### src/cpu_control_pkg.sv
// ====================
// shared types for the control unit
// ====================
package cpu_control_pkg;

        // data, instruction and address word
        typedef logic [15:0] word_t;

        // register file address, sixteen entries
        typedef logic [3:0] reg_addr_t;

        // field widths inside the instruction word
        localparam int jump_width = 12;
        localparam int imm_width  = 4;

        // opcode in bits 15:12
        typedef enum logic [3:0] {
                op_add  = 4'd0,
                op_addi = 4'd1,
                op_sub  = 4'd2,
                op_subi = 4'd3,
                op_mult = 4'd4,
                op_sw   = 4'd5,
                op_lw   = 4'd6,
                op_lt   = 4'd7,
                op_nand = 4'd8,
                op_div  = 4'd9,
                op_mod  = 4'd10,
                op_lte  = 4'd11,
                op_blt  = 4'd12,
                op_ble  = 4'd13,
                op_beq  = 4'd14,
                op_jump = 4'd15
        } opcode_e;

        // codes understood by the external ALU
        typedef enum logic [2:0] {
                alu_add  = 3'd0,
                alu_sub  = 3'd1,
                alu_mult = 3'd2,
                alu_nand = 3'd3,
                alu_div  = 3'd4,
                alu_mod  = 3'd5,
                alu_lt   = 3'd6,
                alu_lte  = 3'd7
        } alu_op_e;

        // instruction classes, these pick the phase sequence
        typedef enum logic [2:0] {
                class_alu,
                class_load,
                class_store,
                class_branch,
                class_jump
        } op_class_e;

        // control phases, one per cycle
        typedef enum logic [1:0] {
                phase_fetch,
                phase_decode,
                phase_execute,
                phase_memory
        } phase_e;

endpackage
### src/cpu_control.sv
`timescale 1ns/1ps

module cpu_control #(
        parameter cpu_control_pkg::word_t reset_pc = '0
) (
        input  logic                            clk,
        input  logic                            reset,
        input  logic                            run_n,
        input  cpu_control_pkg::word_t          sram_d,
        input  cpu_control_pkg::word_t          reg_a,
        // feeds the external alu only
        input  cpu_control_pkg::word_t          reg_b,
        input  cpu_control_pkg::word_t          alu_out,
        output logic                            sram_we_n,
        output logic                            reg_we,
        output cpu_control_pkg::alu_op_e        alu_op,
        output cpu_control_pkg::reg_addr_t      reg_addr_a,
        output cpu_control_pkg::reg_addr_t      reg_addr_b,
        output cpu_control_pkg::reg_addr_t      reg_addr_c,
        output cpu_control_pkg::word_t          alu_op_a,
        output cpu_control_pkg::word_t          reg_data_c,
        output cpu_control_pkg::word_t          sram_addr,
        output cpu_control_pkg::word_t          sram_q
);
        import cpu_control_pkg::*;

        // sequencer to decoder and pc unit
        phase_e                 phase;
        logic                   stall_hold;
        // decoder to sequencer and pc unit
        op_class_e              op_class;
        opcode_e                opcode;
        logic [imm_width-1:0]   imm;
        logic [jump_width-1:0]  jump_offset;

        control_sequencer u_sequencer (
                .clk        (clk),
                .reset      (reset),
                .run_n      (run_n),
                .op_class   (op_class),
                .phase      (phase),
                .stall_hold (stall_hold)
        );

        instruction_decoder u_decoder (
                .clk         (clk),
                .reset       (reset),
                .stall_hold  (stall_hold),
                .phase       (phase),
                .sram_d      (sram_d),
                .reg_a       (reg_a),
                .opcode      (opcode),
                .op_class    (op_class),
                .imm         (imm),
                .jump_offset (jump_offset),
                .reg_addr_a  (reg_addr_a),
                .reg_addr_b  (reg_addr_b),
                .reg_addr_c  (reg_addr_c),
                .alu_op      (alu_op),
                .alu_op_a    (alu_op_a),
                .reg_we      (reg_we)
        );

        pc_memory_unit #(
                .reset_pc (reset_pc)
        ) u_pc_memory (
                .clk         (clk),
                .reset       (reset),
                .stall_hold  (stall_hold),
                .phase       (phase),
                .opcode      (opcode),
                .imm         (imm),
                .jump_offset (jump_offset),
                .alu_out     (alu_out),
                .reg_a       (reg_a),
                .sram_d      (sram_d),
                .sram_addr   (sram_addr),
                .sram_q      (sram_q),
                .reg_data_c  (reg_data_c),
                .sram_we_n   (sram_we_n)
        );

endmodule

### src/pc_memory_unit.sv
`timescale 1ns/1ps

module pc_memory_unit #(
        parameter cpu_control_pkg::word_t reset_pc = '0
) (
        input  logic                                      clk,
        input  logic                                      reset,
        input  logic                                      stall_hold,
        input  cpu_control_pkg::phase_e                   phase,
        input  cpu_control_pkg::opcode_e                  opcode,
        input  logic [cpu_control_pkg::imm_width-1:0]     imm,
        input  logic [cpu_control_pkg::jump_width-1:0]    jump_offset,
        input  cpu_control_pkg::word_t                    alu_out,
        input  cpu_control_pkg::word_t                    reg_a,
        input  cpu_control_pkg::word_t                    sram_d,
        output cpu_control_pkg::word_t                    sram_addr,
        output cpu_control_pkg::word_t                    sram_q,
        output cpu_control_pkg::word_t                    reg_data_c,
        output logic                                      sram_we_n
);
        import cpu_control_pkg::*;

        word_t pc;
        word_t next_pc;
        word_t pc_plus_one;
        word_t branch_target;
        word_t jump_target;
        logic  branch_taken;
        logic  is_mem;
        logic  is_store;
        logic  last_phase;

        assign is_store = (opcode == op_sw);
        assign is_mem   = is_store || (opcode == op_lw);

        // execute ends the instruction except for lw and sw
        assign last_phase = (phase == phase_memory) ||
                            (phase == phase_execute && !is_mem);

        // ====================
        // next pc
        // ====================
        assign pc_plus_one   = pc + word_t'(1);
        // branch offset is unsigned
        assign branch_target = pc + word_t'(imm);
        // jump offset is signed, no correction term
        assign jump_target   = pc + {{($bits(word_t) - jump_width){jump_offset[jump_width-1]}},
                                     jump_offset};

        // decided in execute while op3 and op2 still feed the alu
        always_comb begin
                case (opcode)
                        op_blt, op_ble: branch_taken = (alu_out == word_t'(1));
                        op_beq:         branch_taken = (alu_out == '0);
                        default:        branch_taken = 1'b0;
                endcase
        end

        always_comb begin
                if (opcode == op_jump)
                        next_pc = jump_target;
                else if (branch_taken)
                        next_pc = branch_target;
                else
                        next_pc = pc_plus_one;
        end

        // ====================
        // pc and sram port
        // ====================
        always_ff @(posedge clk or negedge reset) begin
                if (!reset) begin
                        pc        <= reset_pc;
                        sram_addr <= reset_pc;
                        sram_q    <= '1;
                        sram_we_n <= 1'b1;
                end else if (!stall_hold) begin
                        if (last_phase) begin
                                // next fetch reads from the new pc
                                pc        <= next_pc;
                                sram_addr <= next_pc;
                                sram_we_n <= 1'b1;
                        end else if (phase == phase_execute) begin
                                // lw or sw: pointer plus immediate from the alu
                                sram_addr <= alu_out;
                                sram_we_n <= !is_store;
                                // store data comes from op3 on port a
                                if (is_store)
                                        sram_q <= reg_a;
                        end
                end
        end

        // load data only in the memory phase of lw
        assign reg_data_c = (phase == phase_memory && opcode == op_lw) ? sram_d : alu_out;

        // write strobe confined to the memory phase
        a_we_in_memory: assert property (
                @(posedge clk) disable iff (!reset)
                !sram_we_n |-> (phase == phase_memory && is_store)
        );

endmodule

### src/control_sequencer.sv
`timescale 1ns/1ps

module control_sequencer (
        input  logic                            clk,
        input  logic                            reset,
        input  logic                            run_n,
        input  cpu_control_pkg::op_class_e      op_class,
        output cpu_control_pkg::phase_e         phase,
        output logic                            stall_hold
);
        import cpu_control_pkg::*;

        phase_e phase_next;
        logic   is_mem_class;

        // run_n high freezes every register in the unit
        assign stall_hold = run_n;

        // only loads and stores need the memory phase
        assign is_mem_class = (op_class == class_load) || (op_class == class_store);

        // ====================
        // phase sequence
        // ====================
        always_comb begin
                case (phase)
                        phase_fetch:   phase_next = phase_decode;
                        phase_decode:  phase_next = phase_execute;
                        // class is valid once the instruction is captured
                        phase_execute: phase_next = is_mem_class ? phase_memory : phase_fetch;
                        phase_memory:  phase_next = phase_fetch;
                        default:       phase_next = phase_fetch;
                endcase
        end

        always_ff @(posedge clk or negedge reset) begin
                if (!reset) begin
                        phase <= phase_fetch;
                end else if (!stall_hold) begin
                        phase <= phase_next;
                end
        end

        // ====================
        // checks
        // ====================

        // memory phase only under a load or store
        a_memory_class: assert property (
                @(posedge clk) disable iff (!reset)
                phase == phase_memory |-> is_mem_class
        );

        // execute lasts one cycle unless stalled
        a_execute_leaves: assert property (
                @(posedge clk) disable iff (!reset)
                (phase == phase_execute && !run_n) |=> phase != phase_execute
        );

endmodule

### src/instruction_decoder.sv
`timescale 1ns/1ps

module instruction_decoder (
        input  logic                                      clk,
        input  logic                                      reset,
        input  logic                                      stall_hold,
        input  cpu_control_pkg::phase_e                   phase,
        input  cpu_control_pkg::word_t                    sram_d,
        input  cpu_control_pkg::word_t                    reg_a,
        output cpu_control_pkg::opcode_e                  opcode,
        output cpu_control_pkg::op_class_e                op_class,
        output logic [cpu_control_pkg::imm_width-1:0]     imm,
        output logic [cpu_control_pkg::jump_width-1:0]    jump_offset,
        output cpu_control_pkg::reg_addr_t                reg_addr_a,
        output cpu_control_pkg::reg_addr_t                reg_addr_b,
        output cpu_control_pkg::reg_addr_t                reg_addr_c,
        output cpu_control_pkg::alu_op_e                  alu_op,
        output cpu_control_pkg::word_t                    alu_op_a,
        output logic                                      reg_we
);
        import cpu_control_pkg::*;

        word_t     instr;
        reg_addr_t op1;
        reg_addr_t op2;
        reg_addr_t op3;
        logic      imm_en;

        // instruction register, loaded from sram at the end of fetch
        always_ff @(posedge clk or negedge reset) begin
                if (!reset) begin
                        instr <= '0;
                end else if (phase == phase_fetch && !stall_hold) begin
                        instr <= sram_d;
                end
        end

        // ====================
        // field split
        // ====================
        assign opcode      = opcode_e'(instr[15:12]);
        assign op3         = instr[11:8];
        assign op2         = instr[7:4];
        assign op1         = instr[3:0];
        // immediate and branch offset share the low nibble
        assign imm         = instr[imm_width-1:0];
        assign jump_offset = instr[jump_width-1:0];

        // class and alu code per opcode
        always_comb begin
                op_class = class_alu;
                alu_op   = alu_add;
                imm_en   = 1'b0;
                case (opcode)
                        op_addi: imm_en = 1'b1;
                        op_sub:  alu_op = alu_sub;
                        op_subi: begin
                                alu_op = alu_sub;
                                imm_en = 1'b1;
                        end
                        op_mult: alu_op = alu_mult;
                        op_nand: alu_op = alu_nand;
                        op_div:  alu_op = alu_div;
                        op_mod:  alu_op = alu_mod;
                        op_lt:   alu_op = alu_lt;
                        op_lte:  alu_op = alu_lte;
                        // memory: alu forms pointer plus immediate
                        op_sw: begin
                                op_class = class_store;
                                imm_en   = 1'b1;
                        end
                        op_lw: begin
                                op_class = class_load;
                                imm_en   = 1'b1;
                        end
                        // branches compare op3 against op2
                        op_blt: begin
                                op_class = class_branch;
                                alu_op   = alu_lt;
                        end
                        op_ble: begin
                                op_class = class_branch;
                                alu_op   = alu_lte;
                        end
                        // equal when the difference is zero
                        op_beq: begin
                                op_class = class_branch;
                                alu_op   = alu_sub;
                        end
                        op_jump: op_class = class_jump;
                        // plain add keeps the defaults
                        default: alu_op = alu_add;
                endcase
        end

        // register addresses
        always_comb begin
                reg_addr_a = op1;
                reg_addr_b = op2;
                reg_addr_c = op3;
                // store data and branch operand sit in op3
                if (op_class != class_alu)
                        reg_addr_a = op3;
        end

        // zero-extended immediate replaces port a
        assign alu_op_a = imm_en ? word_t'(imm) : reg_a;

        // write-back: alu result in execute, load data in memory
        assign reg_we = !stall_hold &&
                        ((phase == phase_execute && op_class == class_alu) ||
                         (phase == phase_memory && op_class == class_load));

endmodule

### config.mk
export PLATFORM = sky130hd
export DESIGN_NAME = cpu_control
export DESIGN_NICKNAME = d
export VERILOG_FILES = /design/src/cpu_control_pkg.sv /design/src/cpu_control.sv /design/src/pc_memory_unit.sv /design/src/control_sequencer.sv /design/src/instruction_decoder.sv
export SDC_FILE = /design/constraint.sdc
export NUM_CORES = 1
export LEC_CHECK = 0
export BUFFER_PORTS_ARGS = -buffer_cell sky130_fd_sc_hd__buf_2
export CAP_MARGIN = 20
export CORE_MARGIN = 8
export CORE_UTILIZATION = 50
export DETAILED_ROUTE_END_ITERATION = 10
export MAX_ROUTING_LAYER = met4
export PLACE_DENSITY = 0.88
export SYNTH_ARGS = -nofsm -noshare
export SYNTH_HDL_FRONTEND = slang
export SYNTH_SLANG_ARGS = --single-unit
export TNS_END_PERCENT = 50
### constraint.sdc
create_clock -name clk -period 3.3 [get_ports clk]
set_input_delay 0.165 -clock clk [delete_from_list [all_inputs] [get_ports clk]]
set_output_delay 0.165 -clock clk [all_outputs]
set_load 0.005 [all_outputs]
Word-level counts from Yosys, hierarchy flattened
Cells that the tools add are included.

Add/sub/neg operators: 3. Equal/unequal tests: 21. Multiplexer cells: 15. Bitwise logic cells: 2. Reduce and logical (&&, ||, !) cells: 27.

Operator list (number): 16-bit two-way mux (6); 4-bit equality test, second input constant (8); 3-bit one-hot mux with 7 select lines (1); 16-bit by 1-bit adder with 16-bit output, second input constant (1); 16-bit adder (1); 16-bit by 4-bit adder with 16-bit output (1); 16-bit by 1-bit equality test with 1-bit output, second input constant (1); 4-bit by 3-bit equality test with 1-bit output, second input constant (4); 16-bit zero test (1); 3-bit one-hot mux with 4 select lines (1); 4-bit by 2-bit equality test with 1-bit output, second input constant (2); 2-bit one-hot mux with 4 select lines (1); 1-bit logical AND (6); 2-bit OR reduction (3); 3-bit OR reduction (2); 2-bit equality test, second input constant (2); 4-bit by 1-bit equality test with 1-bit output, second input constant (1); 1-bit logical OR (4); 4-bit two-way mux (1); 2-bit AND reduction (2); 4-bit AND reduction (1); 4-bit OR reduction (1); 3-bit by 1-bit equality test with 1-bit output, second input constant (1); 3-bit by 2-bit equality test with 1-bit output, second input constant (1); 10 further kinds (15).

Bits in registers: 67. Bits of input ports: 67.

Longest topological paths before layout
Depth after elaboration: 7. Mapped depth: 15. Gate-level depth less buffers: 15.

Modules after synthesis
From an unflattened synthesis, not the netlist that was laid out.

Cell total of the unflattened synthesis: 431. Area total of the unflattened synthesis: 4271.6 um^2.

By module, submodules not included: pc_memory_unit (times used 1, cells each 316, area an instance 3059.2 um^2, sequential area each 1247.4 um^2); instruction_decoder (times used 1, cells each 105, area an instance 1102.3 um^2, sequential area each 400.4 um^2); control_sequencer (times used 1, cells each 10, area an instance 110.1 um^2, sequential area each 50.0 um^2).

Worst setup path after synthesis
No wires, ideal clock.

Kind: in2reg. Start point: in alu_out[5]. End point: reg u_pc_memory.sram_addr[14]. Library setup time: 126 ps. Data arrival time: 2983 ps. Path slack: 190 ps. Stages on the path: 12. Cell sequence: nor4_1 nand4_1 or3b_2 a21oi_1 nand2_1 fa_1 and2b_1 o2111ai_2 a211oi_2 nor2_1 and4_1 o32a_1.

Longest elaborated chain between the ends: 5. Elaborated cells between the ends (all ways): 6. Classes of those cells: eq/ne (1); mux (4); reduce/logical (1).

RTL lines: start, declared (RTL line cpu_control.sv:13) `input cpu_control_pkg::word_t alu_out,`; 16-bit by 1-bit equality test with 1-bit output or 16-bit zero test (tied branches) (RTL line pc_memory_unit.sv:53, pc_memory_unit.sv:54); 1-bit one-hot mux with 2 select lines * (RTL line pc_memory_unit.sv:52) `case (opcode)`; 16-bit two-way mux * (RTL line pc_memory_unit.sv:62) `else if (branch_taken)`; 16-bit two-way mux * (RTL line pc_memory_unit.sv:60) `if (opcode == op_jump)`; 16-bit two-way mux * (RTL line pc_memory_unit.sv:78) `if (last_phase) begin`; end signal, assigned (RTL line pc_memory_unit.sv:74) `sram_addr <= reset_pc;`; end signal, assigned (RTL line pc_memory_unit.sv:81) `sram_addr <= next_pc;`; end signal, assigned (RTL line pc_memory_unit.sv:85) `sram_addr <= alu_out;`; end, declared (RTL line pc_memory_unit.sv:16) `output cpu_control_pkg::word_t sram_addr,`.

Mark *: on every way between the ends. The rest lies on a longest branch, timed or not. A chain may end at the register's enable or synchronous reset.

Worst setup path after layout
Start point: in alu_out[5]. End point: reg u_pc_memory.sram_addr[8].

Same word-level chain as after synthesis.

==> impl_metrics.yaml <==
cts:
  insertion_delay_ns: 0.35
  cts_buffers: 9
  cts_tree: "done"
  cts_setup_buffers: 0
  clock_sinks: 67
  clk_pin_slew_ns: 0.08
  cts_root_buf: "clkbuf_8"
  clockBufferDepth: 2
  htree_levels: 3
finish:
  area_delta_synth_final_pct: 28.6
  final_nets: 673
  final_cell_mix: "buf_2 (131), mux2_2 (56), nand2_1 (50), dfrtp_1 (50), buf_4 (36)"
  drive_above_1_share_pct: 47.2
  layout_commonest_cell: "buf_2"
grt:
  grt_first_pass_wirelength_um: 21400
  antenna_found_initial: 0
  grt_pass1_vias: 4189
  grt_max_degree: 40
  grt.total_usage_pct: 23.8
  gr-total-overflow: 0
placed_design:
  gp_congestion: 0.912
  hpwl_um: 10300
  port-buffer-count: 131
power:
  p_total_mw: 4.37
  p_int_mw: 2.58
  switching_power_mw: 1.78
  p_leak_nw: 2.68
  power_frac_seq_pct: 33.7
  switching_share_pct: 40.8
  vdd_drop_max_mv: 0.438
  power_density_nw_per_um2: 803
  clkPwrFrac_pct: 15.2
  combPwrFrac_pct: 51.1
setup_path:
  crit_type: "input port to flop"
  regToRegSetupSlack_ns: 0.24
  reg2reg_to: "u_pc_memory.sram_addr[8]"
  worst_path_most_repeated_cell: "buf_4"
  critical_path_required_ns: 3.51
  critical_path.max_stage_delay_ns: 0.47
  arrival_ns: 3.31
  crit_chain: "buf_2 -> nor4_2 -> buf_4 -> nand4_1 -> or3b_2 -> a21oi_2 -> buf_4 -> nand2b_1 -> ha_1 -> inv_1 -> fa_1 -> and2b_1 -> o2111ai_4 -> a21oi_1 -> or3_2 -> nand3_1 -> a31oi_1"
  timing.rr.start: "u_decoder.instr[13]"
  crit_buf_inv: 4
  cp_slowest_cell: "or3b_2"
  startpoint_type: "input port"
  critPathMaxFanout: 4
  cp_top_family: "simple AND/OR/NAND/NOR gates"
  reg2reg_depth: 13
  endpoint_kind: "flop"
logic_synthesis:
  synth_area_leader_cell: "dfrtp_1"
  ys_seq_elements: 67
  synth_top_cell_area_share_pct: 29.6
  synth.avg_cell_area_sq_um: 9.84
  yosysWarnings: 0
  netlist_area_sq_um: 4230
  synthTopCellsByArea: "dfrtp_1 (30%), mux2_2 (15%), dfstp_2 (11%)"
  ys_seq_area_share_pct: 40.1
  syn_inst: 430
  async_flop_share_pct: 100
  synth_nets: 513
  synth.distinct_cells: 64
  synth_top_flop_cell: "dfrtp_1"
  synth_edf_count: 0
detailed_routing:
  wire_per_inst_um: 19.4
  first_pass_iters: 5
  detail-route-antenna-nets: 0
  viasPerCell: 5.83
  drtIter0Drc: 199
  dr_total_vias: 4087
  drcViolationCount: 0
  totalWireLength_um: 13600
sta:
  min_period_ns: 3.10
  hold_viol_final: 0
  hold_slack_ns: 0.0381
  tightestPinTransition_ns: 0.817
  clock.fmax_mhz: 323
  drv_slew: 0
  fin_worst_skew_ns: 0.0108
  setup_viol: 0
  slew_headroom_pct: 45.5
  fin_crit_sh_pct: 93.9
floorplanning:
  die_w_um: 108
  die-area_sq_um: 11700
  rows: 33
  fp.coreArea_sq_um: 8220
  fp.dieH_um: 108
  start_util_pct: 51.5
  io_pins: 148
worst_hold_path:
  hold_depth: 3
  holdPathEnd: "u_decoder.instr[15]"
  hp-start: "sram_d[15]"
  hold_path_class: "input port to flop"
flow_run:
  drv_cap: 0
status:
  run_status: "completed"
[flip-flops by register name (all words and copies together), names as in the netlist]
| register | flops |
|---|---|
| u_decoder.instr | 16 |
| u_pc_memory.pc | 16 |
| u_pc_memory.sram_addr | 16 |
| u_pc_memory.sram_q | 16 |
| u_pc_memory.sram_we_n | 1 |
| u_sequencer.phase | 2 |
[cell type report]
class,count,area [sq um]
Multi-Input combinational cell,333,2440
Clock inverter,5,53.8
Sequential cell,67,1700
Antenna cell,1,2.50
Inverter,11,43.8
Timing Repair Buffer,168,936
Fill cell,671,2780
Clock buffer,11,131
Tap cell,105,131
[cell usage after synthesis, drive strengths merged (8+ instances only)]
cell type and number:
nand2 52, xor2 9, dfrtp 50, inv 11, a31oi 8, ha 15
nand3 11, a21oi 18, o21ai 30, and2 12, mux2 56, buf 13
nor3 8, nor2b 15, nor2 24, dfstp 17
[routing by layer]
layer | track usage, % | wire length, um
met3 | 3.75 | 809
met2 | 39.4 | 6930
met5 | - | 0
met4 | 7.93 | 231
met1 | 29.1 | 5650
[worst max path at each step]
stage	from	to	slack [ns]	cells after the start
after floorplan	alu_out[5]	u_pc_memory.sram_addr[14]	0.19	12
after global placement	alu_out[5]	u_pc_memory.sram_addr[14]	-0.20	14
after detailed placement	alu_out[1]	u_pc_memory.sram_addr[12]	-0.22	17
after CTS	alu_out[1]	u_pc_memory.sram_addr[12]	0.12	17
after global routing	alu_out[5]	u_pc_memory.sram_addr[12]	-0.03	17
final	alu_out[5]	u_pc_memory.sram_addr[8]	0.20	17
[logic make-up after synthesis]
| group | synth area share (%) |
|---|---|
| buffers and inverters | 3.31 |
| AO/OA/AOI/OAI | 13.9 |
| adder cells (fa/ha/maj) | 4.91 |
| multiplexers | 15.4 |
| AND/OR/NAND/NOR | 19.1 |
| XOR/XNOR | 3.25 |
| flip-flops | 40.1 |
[per-stage QoR]
step	util [%]	setup TNS [ns]	area (sq um)	setup WS, ns	cells
3_3_place_gp	63.2	-1.28	5190	-0.198	683
2_1_floorplan	-	0	4230	0.190	430
4_1_cts	65.5	0	5390	0.122	700
6_report	66.2	0	5440	0.200	701
5_1_grt	66.1	-0.0900	5440	-0.0316	700
3_5_place_dp	63.2	-1.83	5190	-0.224	683
[timing repair]
action,in CTS,in global routing
hold buffers,1,0
gates resized for setup,0,8
endpoints found under the hold margin,26,0
endpoints found under the setup margin,0,9
[worst min-delay path, delay by kind of cell]
family	cells	cell delay [ns]
and+or+nand+nor	1	0.04
buffers and inverters	1	0.09
AOI/OAI and AO/OA	1	0.06
[power groups by stage]
stage,Clock [mW],Sequential (mW),Combinational [mW]
2_1_floorplan,0,1.41,1.31
3_3_place_gp,0,1.46,2.11
3_5_place_dp,0,1.48,2.19
4_1_cts,0.674,1.47,2.21
5_1_grt,0.709,1.51,2.43
6_report,0.666,1.47,2.23
Power figures use the tool's default switching activity.
